--- config.mk ---
export PLATFORM = sky130hd
export DESIGN_NAME = mem_arbiter
export DESIGN_NICKNAME = d
export VERILOG_FILES = /design/src/design/rv_soc_pkg.sv /design/src/design/mem_arbiter.sv
export SDC_FILE = /design/constraint.sdc
export NUM_CORES = 1
export LEC_CHECK = 0
export BUFFER_PORTS_ARGS = -buffer_cell sky130_fd_sc_hd__clkbuf_2
export CAP_MARGIN = 20
export CORE_AREA = 2 2 39 41
export CTS_CLUSTER_SIZE = 14
export DETAILED_ROUTE_END_ITERATION = 7
export DIE_AREA = 0 0 41 43
export PLACE_DENSITY_LB_ADDON = 0.08
export SLEW_MARGIN = 5
export SYNTH_ARGS = -nofsm -noshare
export SYNTH_HDL_FRONTEND = slang
export SYNTH_SLANG_ARGS = --single-unit
--- constraint.sdc ---
create_clock -name clk -period 1.11 [get_ports clk]
set_input_delay 0.0555 -clock clk [delete_from_list [all_inputs] [get_ports clk]]
set_output_delay 0.0555 -clock clk [all_outputs]
set_load 0.01 [all_outputs]
--- src/design/rv_soc_pkg.sv ---
package rv_soc_pkg;

  // Who issued a request; also used to index the response valids
  typedef enum logic {
    REQ_CORE   = 1'b0,
    REQ_LOADER = 1'b1
  } req_id_t;

  // Target of a decoded address
  typedef enum logic {
    REGION_SRAM = 1'b0,
    REGION_IO   = 1'b1
  } region_t;

endpackage

--- src/design/mem_arbiter.sv ---
`timescale 1ns/1ps

module mem_arbiter
  import rv_soc_pkg::*;
#(
  parameter type payload_t = logic
) (
  input  logic     clk,
  input  logic     rst,

  input  logic     [1:0] req_valid,
  input  payload_t req [2],
  output logic     [1:0] req_ready,

  output logic     out_valid,
  output payload_t out_req,
  output req_id_t  out_id,
  input  logic     out_ready
);

  req_id_t last_grant;
  req_id_t grant;
  logic    locked;
  req_id_t locked_id;

  // Pick a requester, sticking with the current one while stalled
  always_comb begin
    if (locked) begin
      grant = locked_id;
    end else if (req_valid[REQ_CORE] && req_valid[REQ_LOADER]) begin
      grant = (last_grant == REQ_CORE) ? REQ_LOADER : REQ_CORE;
    end else if (req_valid[REQ_LOADER]) begin
      grant = REQ_LOADER;
    end else begin
      grant = REQ_CORE;
    end
  end

  assign out_valid = req_valid[grant];
  assign out_req   = req[grant];
  assign out_id    = grant;

  // No added cycle, ready comes straight from downstream
  assign req_ready[REQ_CORE]   = out_ready && (grant == REQ_CORE);
  assign req_ready[REQ_LOADER] = out_ready && (grant == REQ_LOADER);

  always_ff @(posedge clk) begin
    if (rst) begin
      // Loader counts as last served so the core wins first
      last_grant <= REQ_LOADER;
      locked     <= 1'b0;
    end else begin
      if (out_valid && out_ready) begin
        last_grant <= grant;
      end
      locked <= out_valid && !out_ready;
    end
  end

  always_ff @(posedge clk) begin
    locked_id <= grant;
  end

endmodule

==> metrics.md <==
| Metric | Value |
|---|---|
| Adder-cell share of the synthesized area | 0 |
| Final net count | 48 |
| Die Ht | 43 um |
| Fill count | ~170 |
| CTS Sinks | 3 |
| Max Root-Sink Buffers | 2 |
| Global-route wire length before repair | 890 um |
| Design area | 370 sq um |
| Layout cells sized above 1 | 0.750 |
| Vias in the first global route | 234 |
| Post-synth net total | 25 |
| Kind of cell adding the most delay to the critical path | flip-flops |
| Crit path required time | 1050 ps |
| Sequential Power Share | 0.290 |
| Initial Util | 0.123 |
| FMAX | 0.765 GHz |
| Global placement routability congestion | 0.634 |
| # IOs | 12 |
| WL final | 501 um |
| Antenna violations before repair | 0 |
| CTS tree | done |
| Post-route ant nets | 0 |
| Switching Share | 0.249 |
| DRT iter0 DRCs | 1 |
| Main combinational cell family by area after synthesis | compound AO/OA/AOI/OAI gates |
| Slew Limit Fails | 0 |
| Failing checks | negative setup slack |
| Number of vias per cell | 4.04 |
| Clock power frac | 0.428 |
| CTS clk-pin slew, worst paths | 30 ps |
| # rows | 14 |
| RSZ-0062 raised after global routing | true |
| Routed via count | 226 |
| Clock root buffer | clkbuf_4 |
| Slew Limit Headroom | 0.868 |
| Final core utilization | 0.268 |
| Maximum VDD drop | roughly 0.34 mV |
| Port Buffers | 11 |
| Core Region | 0.00138 sq mm |
| Comb power frac | 0.282 |
| Critical path, cell by cell | a22oi_2, mux2_4, clkbuf_2 |
| Post-synthesis mux area share | 0.0662 |
| Startpoint Class | flop |
| Leak Pwr | ~0.18 nW |
| Die Wd | 41 um |
| Launch point of the worst reg-to-reg path | last_grant |
| CP bufs+invs | 1 |
| Layout area overhead | 118% |
| Compound-gate portion of the synthesized area | 0.294 |
| Reg2reg end | last_grant |
| Total gr overflow | 0 |
| Post-synthesis xor/xnor area fraction | 0 |
| Placed inst area | 269 sq um |
| Status | complete, but fails checks |
| Syn Area/Cell | 9.45 sq um |
| Pre-antenna DRT Iters | 2 |
| Power Internal | about 0.33 mW |
| Sink of the worst hold path | locked |
| DRC violations left | 0 |
| Largest net degree at the start of global routing | 6 |
| CP max-delay cell | dfxtp_4 |
| Routed length per placed instance | 8.95 um |
| Final setup violation count | 6 |
| Worst Reg-to-Reg Cells | 5 |
| Die ar. | 0.00176 sq mm |
| Synth Area in Simple Gates | 0.265 |
| Peak fanout along the critical path | 4 |
| Hold Crit Start | out_ready |
| Worst R2R Setup Slack | -90 ps |
| Hold Path Class | input port to flop |
| Final hold viol count | 0 |
| Max stage delay on crit path | about 350 ps |
| Post-synthesis sequential area ratio | 0.353 |
| #FFs+latches synth | 3 |
| Final WS setup | -197 ps |
| Ant diodes | 0 |
| Synthesis Warnings | 0 |
| Worst-Skew Late Latency | 230 ps |
| Post-Place Worst Slack | -73.7 ps |
| Critical Path AT | 1250 ps |
| TritonCTS buffer count | 3 |
| DP HPWL | 384 um |
| Final clock period utilization by the worst path | 1.18 |
| Endpoint class of the critical path | output port |
| Clock Skew | 0.227 ps |
| GRT Total Usage | 0.0793 |
| Hold depth | 2 |
| H-tree levels | 1 |
| Measured slew at the worst slew-check pin | 198 ps |
| Kind of critical path | flop to output port |
| Switching Power | around 0.11 mW |
| Post-Synthesis Cell Area | 170 sq um |
| Fin Hold WS | 49.5 ps |
| Unique masters post-synth | 15 |
| PwrDens | about 1200 mW/mm^2 |
| Post-synthesis cell count | 18 |
| Fin crit period | around 1300 ps |
| Max-Cap Viols | 0 |
## area by class of cell
| cell class | count | area (sq um) | share of cell area |
|---|---|---|---|
| Sequential cell | 3 | 65.1 | 0.176 |
| Tap cell | 16 | 20.0 | 0.0541 |
| Clock buffer | 4 | 26.3 | 0.0709 |
| Inverter | 1 | 3.75 | 0.0101 |
| Multi-Input combinational cell | 14 | 129 | 0.348 |
| Timing Repair Buffer | 18 | 126 | 0.341 |
## power by group through the flow
stage / logic, mW / clock network, mW / registers, mW
floorplan: 0.0427 / 0 / 0.125
global placement: 0.0881 / 0 / 0.128
detailed placement: 0.0876 / 0 / 0.127
CTS: 0.107 / 0.202 / 0.127
global route: 0.136 / 0.208 / 0.129
finish: 0.124 / 0.188 / 0.127
## sequential cells by signal, indices dropped and copies added (netlist names)
register    count
locked_id       1
locked          1
last_grant      1
## stage by stage
| step | total power [mW] | setup TNS [ps] | instances |
|---|---|---|---|
| 2_1_floorplan | 0.168 | 0 | 18 |
| 3_3_place_gp | 0.216 | -76.0 | 48 |
| 3_5_place_dp | 0.215 | -75.3 | 48 |
| 4_1_cts | 0.436 | -795 | 55 |
| 5_1_grt | 0.474 | -1170 | 56 |
| 6_report | 0.439 | -748 | 56 |
## logic make-up after synthesis
| group | count (synthesis) |
|---|---|
| AO/OA/AOI/OAI | 6 |
| buffers and inverters | 1 |
| flip-flops | 3 |
| multiplexers | 1 |
| AND/OR/NAND/NOR | 7 |
## timing repair
item,4_1_cts,5_1_grt
resized for setup,9,8
setup endpoints to repair,6,7
hold buffers,1,0
cloned,0,0
pin swaps,4,2
endpoints found under the hold margin,1,0
setup buffers,2,1
## synth_stat cells
| library cell | number | area (sq um) |
|---|---|---|
| and2_1 | 1 | 6.26 |
| nor2b_1 | 2 | 12.5 |
| nor3b_1 | 1 | 7.51 |
| nand2b_1 | 1 | 6.26 |
| a22oi_1 | 1 | 7.51 |
| inv_1 | 1 | 3.75 |
| o21a_1 | 1 | 7.51 |
| o2111a_1 | 1 | 11.3 |
| a211o_1 | 1 | 8.76 |
| mux2_2 | 1 | 11.3 |
| dfxtp_1 | 3 | 60.1 |
| o211ai_1 | 1 | 7.51 |
| or3b_1 | 1 | 8.76 |
| nand2_1 | 1 | 3.75 |
| a21boi_0 | 1 | 7.51 |
## placed cells by master, fill, tap and decap left out, types with 3 or more instances in the layout
| master | count |
|---|---|
| buf_4 | 5 |
| buf_6 | 3 |
| clkbuf_2 | 8 |
| clkbuf_4 | 3 |
## worst max-delay path by stage
| stage | to | cells after the start | slack, ps | start |
|---|---|---|---|---|
| 6_report | out_req | 3 | -200 | locked |
| 4_1_cts | out_req | 4 | -210 | last_grant |
| 3_3_place_gp | out_req | 4 | -60 | locked |
| 5_1_grt | out_req | 4 | -260 | last_grant |
| 3_5_place_dp | out_req | 4 | -70 | locked |
| 2_1_floorplan | locked | 3 | 10 | locked |
## routing by layer
layer | track usage | part of all wire | up-vias | wire length, um
met2 | 0.119 | 0.63 | 2 | 317
met1 | 0.0740 | 0.32 | 112 | 159
met4 | 0.100 | 0.010 | 0 | 5
li1 | - | - | 110 | -
met5 | 0 | 0 | - | 0
met3 | 0.0157 | 0.036 | 2 | 18
No activity file was read; power rests on OpenSTA's default activity.
