<file path="src/design/rv_soc_consts.svh">
`ifndef RV_SOC_CONSTS_SVH
`define RV_SOC_CONSTS_SVH

// Data path width in bits
`define RV_XLEN 32

// Data SRAM size in words
`define RV_DMEM_DEPTH 1024

// Address bit that moves an access out to the I/O port
`define RV_IO_SEL_BIT 31

`endif

</file>
<file path="src/design/rv_soc_pkg.sv">
package rv_soc_pkg;

  // Who issued a request; also used to index the response valids
  typedef enum logic {
    REQ_CORE   = 1'b0,
    REQ_LOADER = 1'b1
  } req_id_t;

  // Target of a decoded address
  typedef enum logic {
    REGION_SRAM = 1'b0,
    REGION_IO   = 1'b1
  } region_t;

endpackage

</file>
<file path="src/design/rv_bus_pkg.sv">
`include "rv_soc_consts.svh"

package rv_bus_pkg;

  import rv_soc_pkg::*;

  // One data bus request, as driven by a requester
  typedef struct packed {
    logic                     we;
    logic [`RV_XLEN-1:0]      addr;
    logic [`RV_XLEN-1:0]      wdata;
    logic [(`RV_XLEN/8)-1:0]  wstrb;
  } bus_req_t;

  // Read response, tagged with the requester it belongs to
  typedef struct packed {
    logic [`RV_XLEN-1:0] rdata;
    req_id_t             id;
  } bus_rsp_t;

endpackage

</file>
<file path="src/design/bus_router.sv">
`timescale 1ns/1ps

`include "rv_soc_consts.svh"

module bus_router
  import rv_soc_pkg::*;
  import rv_bus_pkg::*;
#(
  parameter int AW = $clog2(`RV_DMEM_DEPTH)
) (
  input  logic                     clk,
  input  logic                     rst,

  // From the arbiter
  input  logic                     in_valid,
  input  bus_req_t                 in_req,
  input  req_id_t                  in_id,
  output logic                     in_ready,

  // Data SRAM
  output logic                     sram_en,
  output logic                     sram_we,
  output logic [AW-1:0]            sram_addr,
  output logic [`RV_XLEN-1:0]      sram_wdata,
  output logic [(`RV_XLEN/8)-1:0]  sram_wstrb,
  input  logic [`RV_XLEN-1:0]      sram_rdata,
  input  logic                     sram_rdata_valid,

  // External I/O
  output logic                     io_req_valid,
  output bus_req_t                 io_req,
  input  logic                     io_req_ready,
  input  logic                     io_rsp_valid,
  input  logic [`RV_XLEN-1:0]      io_rdata,

  // Back to the requesters
  output logic [1:0]               rsp_valid,
  output bus_rsp_t                 rsp
);

  region_t region;
  logic    active;
  logic    can_accept;
  logic    accept;
  logic    rsp_done;

  // Outstanding read tracking, one deep
  logic    pending;
  logic    pending_io;
  req_id_t pending_id;

  assign region = in_req.addr[`RV_IO_SEL_BIT] ? REGION_IO : REGION_SRAM;

  // Nothing is taken while a read is in flight
  assign can_accept = active && !pending;
  assign in_ready   = can_accept && ((region == REGION_SRAM) || io_req_ready);
  assign accept     = in_valid && in_ready;

  assign sram_en    = in_valid && can_accept && (region == REGION_SRAM);
  assign sram_we    = in_req.we;
  assign sram_addr  = in_req.addr[AW+1:2];
  assign sram_wdata = in_req.wdata;
  assign sram_wstrb = in_req.wstrb;

  assign io_req_valid = in_valid && can_accept && (region == REGION_IO);
  assign io_req       = in_req;

  // Read data comes from whichever side the pending read went to
  assign rsp_done  = pending && (pending_io ? io_rsp_valid : sram_rdata_valid);
  assign rsp.rdata = pending_io ? io_rdata : sram_rdata;
  assign rsp.id    = pending_id;

  assign rsp_valid[REQ_CORE]   = rsp_done && (pending_id == REQ_CORE);
  assign rsp_valid[REQ_LOADER] = rsp_done && (pending_id == REQ_LOADER);

  always_ff @(posedge clk) begin
    if (rst) begin
      active     <= 1'b0;
      pending    <= 1'b0;
      pending_io <= 1'b0;
    end else begin
      // Hold off requests for one cycle after reset
      active <= 1'b1;
      if (accept && !in_req.we) begin
        pending    <= 1'b1;
        pending_io <= (region == REGION_IO);
      end else if (rsp_done) begin
        pending <= 1'b0;
      end
    end
  end

  always_ff @(posedge clk) begin
    if (accept && !in_req.we) begin
      pending_id <= in_id;
    end
  end

endmodule

</file>
<file path="config.mk">
export PLATFORM = sky130hd
export DESIGN_NAME = bus_router
export DESIGN_NICKNAME = d
export VERILOG_FILES = /design/src/design/rv_soc_pkg.sv /design/src/design/rv_bus_pkg.sv /design/src/design/bus_router.sv
export VERILOG_INCLUDE_DIRS = /design/src /design/src/design
export SDC_FILE = /design/constraint.sdc
export NUM_CORES = 1
export LEC_CHECK = 0
export BUFFER_PORTS_ARGS = -buffer_cell sky130_fd_sc_hd__buf_4
export CORE_AREA = 2 2 115 117
export DETAILED_ROUTE_END_ITERATION = 8
export DIE_AREA = 0 0 117 119
export PLACE_DENSITY = 0.45
export SYNTH_ARGS = -nofsm -noshare
export SYNTH_HDL_FRONTEND = slang
export SYNTH_SLANG_ARGS = --single-unit
</file>
<file path="constraint.sdc">
create_clock -name clk -period 2.1 [get_ports clk]
set_input_delay 0.105 -clock clk [delete_from_list [all_inputs] [get_ports clk]]
set_output_delay 0.105 -clock clk [all_outputs]
set_load 0.03 [all_outputs]
</file>
==> results of run 1 <==
-- worst max-delay path, stage by stage (launching register included) --
cell,delay (ps)
dfxtp_2,620
buf_4,270
mux2_2,350
buf_4,170
-- final cells by class --
type | count | area [µm²] | area share (%)
Clock buffer | 4 | 78.83 | 4.519
Tap cell | 176 | 220.2 | 12.63
Multi-Input combinational cell | 47 | 479.2 | 27.47
Timing Repair Buffer | 115 | 863.3 | 49.50
Inverter | 3 | 11.26 | 0.6456
Sequential cell | 4 | 91.34 | 5.237
-- sequential cells by signal, indices dropped and copies added, names as in the netlist --
signal,count
pending_io,1
pending,1
active,1
pending_id,1
-- cells by family after synthesis --
family,Yosys count,synth area share (%)
AND/OR/NAND/NOR,12,5.713
buffers and inverters,124,62.33
AO/OA/AOI/OAI,1,0.4969
multiplexers,34,25.50
flip-flops,4,5.961
-- report_power, final --
group | internal (mW) | switching, mW | total [mW]
clock | 0.251 | 0.0607 | 0.312
combinational | 0.184 | 0.161 | 0.345
sequential | 0.0825 | 0.00606 | 0.0886
-- worst max path at each step --
stage | end | cells past startpoint | slack [ps]
3_3_place_gp | rsp[27] | 3 | 590
4_1_cts | rsp[29] | 3 | 300
3_5_place_dp | rsp[28] | 3 | 540
2_1_floorplan | in_ready | 1 | 890
6_report | rsp[25] | 3 | 350
5_1_grt | rsp[28] | 3 | 230
-- metal layers --
layer | vias to the layer above | track usage, % | part of all wire, %
li1 | 438 | - | -
met2 | 79 | 6.105 | 42
met4 | 0 | 2.279 | 2.9
met3 | 21 | 2.952 | 16
met1 | 407 | 6.281 | 40
met5 | - | 0 | 0
-- through the flow --
stage	instance area [µm²]	setup slack, ps
after floorplan	1511	890.1
after global placement	1665	585.7
after detailed placement	1665	543.9
after CTS	1744	295.4
after global routing	1744	232.6
final	1744	355.0
-- layout by cell type, fill, tap and decap left out, drive strengths merged, types with 3 or more instances in the layout --
cell type and n:
buf 115, clkbuf 4, dfxtp 3, inv 3
mux2 33, nand2 3, nor2 4
==> flow_summary.json, run 1 <==
{
  "status": "complete, no violations",
  "max_cap_viol_count": 0,
  "r2r_start": "pending_io",
  "worst_slew_pin_slew_ps": 479.6,
  "hold_slack_ps": 53.27,
  "chipWidth_um": 117,
  "ant_nets": 0,
  "syn_inst": 175,
  "grt_max_degree": 20,
  "holdPathEnd": "pending_id",
  "dpl.cell_count": 345,
  "area_growth_syn_to_layout_pct": 15.40,
  "synth_edf_count": 1,
  "finish.utilization_pct": 13.55,
  "min_path_cells": 1,
  "rsz0062_at_grt": "no",
  "cts_root_buf": "clkbuf_16",
  "cts_buffer_depth": 2,
  "h-tree-depth": 1,
  "yosysMostFrequentCell": "buf_4",
  "drive_gt1_share_pct": 89.60,
  "pin_count": 294,
  "drc": 0,
  "holdBufCountCts": 0,
  "tritoncts": "done",
  "grt-ovfl-total": 0,
  "rows": 42,
  "powerDensity_mw_per_mm2": 427.7,
  "dp_hpwl_um": 3197,
  "grt_pass1_vias": 864,
  "grt_antenna_before_repair": 0,
  "crit_start": "pending_io",
  "die-area_mm2": 0.01392,
  "drt-total-wl_um": 3728,
  "syn_area_mm2": 0.001511,
  "finalCritPeriodShare_pct": 83.10,
  "start_util_pct": 11.74,
  "fin_nets": 314,
  "min_from": "in_id",
  "num_antenna_cells": 0,
  "synth-main-ff-cell": "dfxtp_1",
  "grt_pass1_wl_um": 5037,
  "setup_viol": 0,
  "post_cts_buffers": 0,
  "max_freq_mhz": 573.0,
  "via_per_inst": 2.708,
  "slew_viol_final": 0,
  "crit_path_start_kind": "register",
  "postSynth.asyncResetShare_pct": 0,
  "peakVddDrop_mv": 0.2047,
  "yosysTopAreaCellShare_pct": 58.11,
  "gr-usage-all-layers_pct": 4.812,
  "die_h_um": 119,
  "r2r_slack_ps": 880,
  "wl_per_cell_um": 10.68,
  "netlist-cell-type-count": 18,
  "ys_warn_count": 0,
  "dr.pass1.iters": 2,
  "clk_pin_slew_ps": 30,
  "cts_resized": 0,
  "portBuffers": 113,
  "power.leakage_nw": 0.8095,
  "setup_tns_ps": 0,
  "synth_common_cells": "buf_4 (117), mux2_2 (32)",
  "cp_max_fo": 19,
  "layout_min_cycle_time_ps": 1745,
  "clock_latency_ps": 230,
  "cts_sinks": 4,
  "p_total_mw": 0.7460,
  "hold_violations": 0,
  "worstReg2RegEnd": "pending",
  "hold_path_class": "in -> reg",
  "worstPathArrival_ps": 1640,
  "r2r_cells": 3,
  "synth_top_area_cell": "buf_4",
  "cp.required_ps": 2000,
  "num_vias": 945,
  "finClkSkew_ps": 5.621,
  "synthTopCellsByArea": "buf_4 (58%), mux2_2 (24%), dfxtp_1 (4.0%)",
  "end_kind": "output port",
  "synth_nets": 315,
  "synth_seq_cells": 4,
  "core_mm2": 0.01287,
  "critical_path_class": "reg -> out",
  "relSlewSlack_pct": 68.03,
  "gp_congestion": 0.6294,
  "synth_area_per_cell_um2": 8.637,
  "drtIter0Drc": 29,
  "final_cells": 349,
  "cts-buffers-inserted": 3,
  "ys_seq_area_share_pct": 5.960,
  "fillers": 1473
}
Note: power is estimated with default switching activity, not from simulation.
==> inputs of run 2 (changes only) <==
--- a/config.mk
+++ b/config.mk
@@ -6,11 +6,12 @@
 export SDC_FILE = /design/constraint.sdc
 export NUM_CORES = 1
 export LEC_CHECK = 0
+export ABC_AREA = 1
 export BUFFER_PORTS_ARGS = -buffer_cell sky130_fd_sc_hd__buf_4
-export CORE_AREA = 2 2 115 117
+export CORE_AREA = 2 2 114 116
 export DETAILED_ROUTE_END_ITERATION = 8
-export DIE_AREA = 0 0 117 119
-export PLACE_DENSITY = 0.45
+export DIE_AREA = 0 0 116 118
+export PLACE_DENSITY = 0.47
 export SYNTH_ARGS = -nofsm -noshare
 export SYNTH_HDL_FRONTEND = slang
 export SYNTH_SLANG_ARGS = --single-unit
==> constraint.sdc (replaced) <==
create_clock -name clk -period 1.46 [get_ports clk]
set_input_delay 0.073 -clock clk [delete_from_list [all_inputs] [get_ports clk]]
set_output_delay 0.073 -clock clk [all_outputs]
set_load 0.03 [all_outputs]
==> run 2 against run 1 <==
Global-route usage is 1.1 points higher. Routed wire length is 13% higher. Clock power is 41% higher. Critical endpoint is now rsp[19]. Largest power group unchanged.
==> flow_summary.json, run 2 <==
{
  "chipWidth_um": 116,
  "layout_min_cycle_time_ps": 1281,
  "final_area_mm2": 0.001762,
  "min_path_cells": 2,
  "ys_warn_count": 0,
  "worstPathArrival_ps": 1210,
  "holdBufCountCts": 0,
  "max_cap_viol_count": 0,
  "hold_path_class": "in -> reg",
  "gr-usage-all-layers_pct": 5.876,
  "final_cell_mix": "buf_4 (114), nand2_1 (99), nor2_1 (8)",
  "ant_nets": 0,
  "setup_viol": 0,
  "portBuffers": 113,
  "yosysTopAreaCellShare_pct": 58.18,
  "synth_seq_cells": 4,
  "worst_slew_pin_slew_ps": 198.5,
  "synth_edf_count": 1,
  "cts_sinks": 4,
  "via_per_inst": 3.135,
  "power_frac_clock_pct": 38.8,
  "gp_congestion": 0.6501,
  "power.leakage_nw": 0.9819,
  "drc": 0,
  "cts_root_buf": "clkbuf_16",
  "slew_viol_final": 0,
  "yosysMostFrequentCell": "buf_4",
  "synth_common_cells": "buf_4 (118), nand2_1 (99), nor2_1 (8)",
  "end_kind": "output port",
  "critical_path_class": "reg -> out",
  "die_h_um": 118,
  "postSynth.asyncResetShare_pct": 0,
  "layout_commonest_cell": "buf_4",
  "synth_top_area_cell": "buf_4",
  "status": "complete, no violations",
  "setup_slack_ps": 178.5,
  "core_mm2": 0.01241,
  "hold_slack_ps": 19.50,
  "cp.required_ps": 1390,
  "synth_xor_area_share_pct": 0,
  "clock_latency_ps": 220,
  "synth_area_per_cell_um2": 5.995,
  "setup_tns_ps": 0,
  "crit_path_start_kind": "register",
  "p_sw_share_pct": 34.38,
  "synthAdderAreaFrac_pct": 0,
  "fin_nets": 391,
  "dr.pass1.iters": 3,
  "place_ws_ps": 232.1,
  "synthSimpleGateAreaFrac_pct": 28.59,
  "final_cells": 422,
  "synth_nets": 394,
  "powerDensity_mw_per_mm2": 643.7,
  "worstReg2RegEnd": "pending_id",
  "r2r_start": "pending",
  "h-tree-depth": 1,
  "pin_count": 294,
  "dpl.cell_count": 418,
  "drt-total-wl_um": 4211,
  "synth-main-ff-cell": "dfxtp_1",
  "min_from": "rst",
  "num_antenna_cells": 0,
  "synthTopCellsByArea": "buf_4 (58%), nand2_1 (24%), dfxtp_1 (3.9%)",
  "grt_max_degree": 27,
  "clk_pin_slew_ps": 30,
  "p_int_mw": 0.7441,
  "hold_violations": 0,
  "r2r_slack_ps": 540,
  "holdPathEnd": "pending",
  "netlist-cell-type-count": 15,
  "grt_pass1_wl_um": 6292,
  "finClkSkew_ps": 1.593,
  "area_growth_syn_to_layout_pct": 15.69,
  "peakVddDrop_mv": 0.2231,
  "rows": 41,
  "synthMuxAreaShare_pct": 0,
  "num_vias": 1323,
  "start_util_pct": 12.27,
  "grt_pass1_vias": 1381,
  "r2r_cells": 3,
  "rsz0062_at_grt": "no",
  "synth_compound_area_share_pct": 1.972,
  "cts_resized": 1,
  "tritoncts": "done",
  "p_total_mw": 1.134,
  "ys_seq_area_share_pct": 5.916,
  "drive_gt1_share_pct": 50.40,
  "combPwrFrac_pct": 50.2,
  "finalCritPeriodShare_pct": 87.77,
  "synth_top_family_by_area": "buffers and inverters",
  "max_freq_mhz": 780.4,
  "grt-ovfl-total": 0,
  "dp_hpwl_um": 3607,
  "dpl_cell_area_mm2": 0.001674,
  "drtIter0Drc": 13,
  "pwr-share-seq_pct": 11.0,
  "grt_antenna_before_repair": 0,
  "syn_area_mm2": 0.001523,
  "die-area_mm2": 0.01369,
  "p_switching_mw": 0.3898,
  "finish.utilization_pct": 14.19,
  "post_cts_buffers": 0,
  "cp_max_fo": 26,
  "wl_per_cell_um": 9.979,
  "cts-buffers-inserted": 3,
  "relSlewSlack_pct": 86.68,
  "syn_inst": 254,
  "cts_buffer_depth": 2
}
run 2: power by group through the flow:
stage | logic [mW] | registers [mW] | clock network [mW]
after detailed placement | 0.575 | 0.125 | 0
after global routing | 0.616 | 0.125 | 0.456
after CTS | 0.578 | 0.124 | 0.446
after floorplan | 0.871 | 0.122 | 0
final | 0.570 | 0.124 | 0.440
after global placement | 0.573 | 0.125 | 0
run 2: worst max-delay path by stage:
| stage | startpoint | end | slack, ps | cells after the start |
|---|---|---|---|---|
| after floorplan | pending_io | rsp_valid[0] | 360 | 5 |
| after global placement | pending_io | rsp[26] | 260 | 4 |
| after detailed placement | pending_io | rsp[26] | 230 | 4 |
| after CTS | pending_io | rsp[16] | 30 | 5 |
| after global routing | pending_io | rsp[10] | 70 | 5 |
| final | pending_io | rsp[19] | 180 | 5 |
run 2: cell families (layout without fill, tap and decap cells):
family,count (synthesis),after routing
buffers and inverters,132,128
and+or+nand+nor,112,112
AOI/OAI and AO/OA,6,6
DFF,4,4
run 2: per-layer routing:
layer / share of wire, % / global-route usage, %
met1: 26 / 4.536
met2: 51 / 10.56
met3: 14 / 1.854
met4: 9.3 / 6.473
met5: 0 / 0
run 2: worst max-delay path: stages (launching register included):
cell     delay (ps)
dfxtp_2         350
inv_4           110
buf_6           210
nand2_1          70
nand2_1          70
buf_4           150
run 2: cell type report:
class                   instances  area, µm²
inverters                       8      32.53
well taps                     172      215.2
multi-input cells             118      465.4
repair buffers                116      878.3
flip-flops and latches          4      91.34
clock buffers                   4      78.83
fillers                      1475      10650
==> inputs of run 3 (changes only) <==
--- a/config.mk
+++ b/config.mk
@@ -6,12 +6,11 @@
 export SDC_FILE = /design/constraint.sdc
 export NUM_CORES = 1
 export LEC_CHECK = 0
-export ABC_AREA = 1
 export BUFFER_PORTS_ARGS = -buffer_cell sky130_fd_sc_hd__buf_4
-export CORE_AREA = 2 2 114 116
+export CORE_AREA = 2 2 112 114
 export DETAILED_ROUTE_END_ITERATION = 8
-export DIE_AREA = 0 0 116 118
-export PLACE_DENSITY = 0.47
+export DIE_AREA = 0 0 114 116
+export PLACE_DENSITY = 0.49
 export SYNTH_ARGS = -nofsm -noshare
 export SYNTH_HDL_FRONTEND = slang
 export SYNTH_SLANG_ARGS = --single-unit
==> run 3 against run 2 <==
Global-route usage shrank 0.84 points. Total power shrank 5.6%. First-iteration DRC count grew 69%. Critical endpoint is now rsp[5]. Utilization grew 0.42 points. Critical path type unchanged. Routed wire length shrank 5.1%.
==> flow_summary.json, run 3 (synthesized netlist as in run 1, its figures left out) <==
{
  "rows": 40,
  "dpl_cell_area_mm2": 0.001634,
  "pin_count": 294,
  "chipWidth_um": 114,
  "hold_violations": 0,
  "layout_min_cycle_time_ps": 1386,
  "max_freq_mhz": 721.7,
  "ant_nets": 0,
  "top_layer": "met4",
  "crit_start": "pending_io",
  "p_switching_mw": 0.3221,
  "setup_tns_ps": 0,
  "place_ws_ps": 262.9,
  "max_cap_viol_count": 0,
  "power_frac_clock_pct": 41.5,
  "worstReg2RegEnd": "pending_id",
  "final_area_mm2": 0.001740,
  "clock_latency_ps": 230,
  "finClkSkew_ps": 7.384,
  "drive_gt1_share_pct": 89.60,
  "power.leakage_nw": 0.8178,
  "status": "complete, no violations",
  "final_cell_mix": "buf_4 (113), mux2_2 (32), clkbuf_16 (4)",
  "dr_wl_met3_um": 562,
  "worstPathArrival_ps": 1310,
  "r2r_cells": 2,
  "cp_max_fo": 16,
  "gr-usage-all-layers_pct": 5.034,
  "worst_slew_pin_slew_ps": 219.1,
  "cp.required_ps": 1390,
  "portBuffers": 113,
  "multi_input_area_um2": 479.2,
  "die-area_mm2": 0.01322,
  "finalCritPeriodShare_pct": 94.90,
  "r2r_slack_ps": 380,
  "combPwrFrac_pct": 47.1,
  "grt_max_degree": 34,
  "clk_pin_slew_ps": 40,
  "via_per_inst": 3.028,
  "num_vias": 969,
  "die_h_um": 116,
  "cts_sinks": 4,
  "dr.pass1.iters": 4,
  "grt_pass1_wl_um": 5133,
  "end_kind": "output port",
  "rsz0062_at_grt": "no",
  "pwr-share-seq_pct": 11.4,
  "grt_antenna_before_repair": 0,
  "cts_root_buf": "clkbuf_16",
  "cts_buffer_depth": 2,
  "setup_viol": 0,
  "fillers": 1349,
  "critical_path_class": "reg -> out",
  "layout_commonest_cell": "buf_4",
  "gp_congestion": 0.6432,
  "drc": 0,
  "setup_slack_ps": 74.44,
  "slew_viol_final": 0,
  "fin_nets": 314,
  "r2r_start": "pending",
  "h-tree-depth": 1,
  "area_growth_syn_to_layout_pct": 15.15,
  "tritoncts": "done",
  "num_antenna_cells": 0,
  "cts-buffers-inserted": 3,
  "wl_met2_um": 1953,
  "start_util_pct": 12.69,
  "hold_path_class": "in -> reg",
  "dp_hpwl_um": 3168,
  "wl_met1_um": 1327,
  "crit_path_start_kind": "register",
  "relSlewSlack_pct": 85.34,
  "drtIter0Drc": 22,
  "core_mm2": 0.01191,
  "drt-total-wl_um": 3996,
  "cp-endpoint": "rsp[5]",
  "powerDensity_mw_per_mm2": 614.9,
  "grt-ovfl-total": 0,
  "wl_per_cell_um": 12.49,
  "p_int_mw": 0.7481,
  "ff_latch_area_um2": 93.84,
  "peakVddDrop_mv": 0.2227,
  "p_sw_share_pct": 30.10,
  "grt_pass1_vias": 943,
  "post_cts_buffers": 0
}
==> run 3: changes by cell type in the layout (fill, tap and decap cells not counted), sizes merged, moves of 3 or more <==
| cell | change |
|---|---|
| nand2 | -96 |
| mux2 | +33 |
| nor2 | -7 |
| inv | -5 |
| a21oi | -3 |
| o21ai | -3 |
==> run 3: final cells by class <==
cell class,count,share of cell area [%]
Sequential cell,4,5.392
Inverter,3,0.6470
Multi-Input combinational cell,47,27.53
Clock buffer,4,4.529
Timing Repair Buffer,115,51.33
Tap cell,147,10.57
==> run 3: critical path: stages (launching register included) <==
cell,delay [ps]
dfxtp_4,380
clkbuf_16,200
mux2_2,340
buf_4,170
==> run 3: stage by stage <==
stage | hold slack, ps | power [mW] | std cells | util, %
final | 26.64 | 1.070 | 320 | 14.61
after floorplan | 171.9 | 0.9551 | 175 | -
after CTS | 24.55 | 1.081 | 319 | 14.38
after detailed placement | 146.2 | 0.6267 | 315 | 13.72
after global routing | 27.26 | 1.122 | 320 | 14.61
after global placement | 146.2 | 0.6240 | 315 | 13.72
==> run 3: timing repair <==
item,CTS,global route
hold buffers,0,0
endpoints found under the setup margin,0,7
resized for setup,0,1
==> run 3: power by group through the flow <==
stage               clock network (mW)  logic (mW)  registers, mW
floorplan                            0       0.832          0.123
global placement                     0       0.500          0.124
detailed placement                   0       0.503          0.124
CTS                              0.454       0.505          0.123
global route                     0.466       0.533          0.123
finish                           0.444       0.504          0.122
==> run 3: worst min path at each step <==
stage / startpoint / end / slack (ps) / cells after the start
final: in_id / pending_id / 30 / 1
after global routing: in_id / pending_id / 30 / 1
after floorplan: in_id / pending_id / 170 / 0
after detailed placement: in_req[37] / io_req[37] / 150 / 0
after global placement: in_req[37] / io_req[37] / 150 / 0
after CTS: in_id / pending_id / 20 / 1
==> run 3: metal layers <==
metal | track usage [%] | up-vias
met4 | 2.602 | 0
met5 | 0 | -
met2 | 7.857 | 97
li1 | - | 441
met3 | 3.190 | 23
met1 | 5.273 | 408
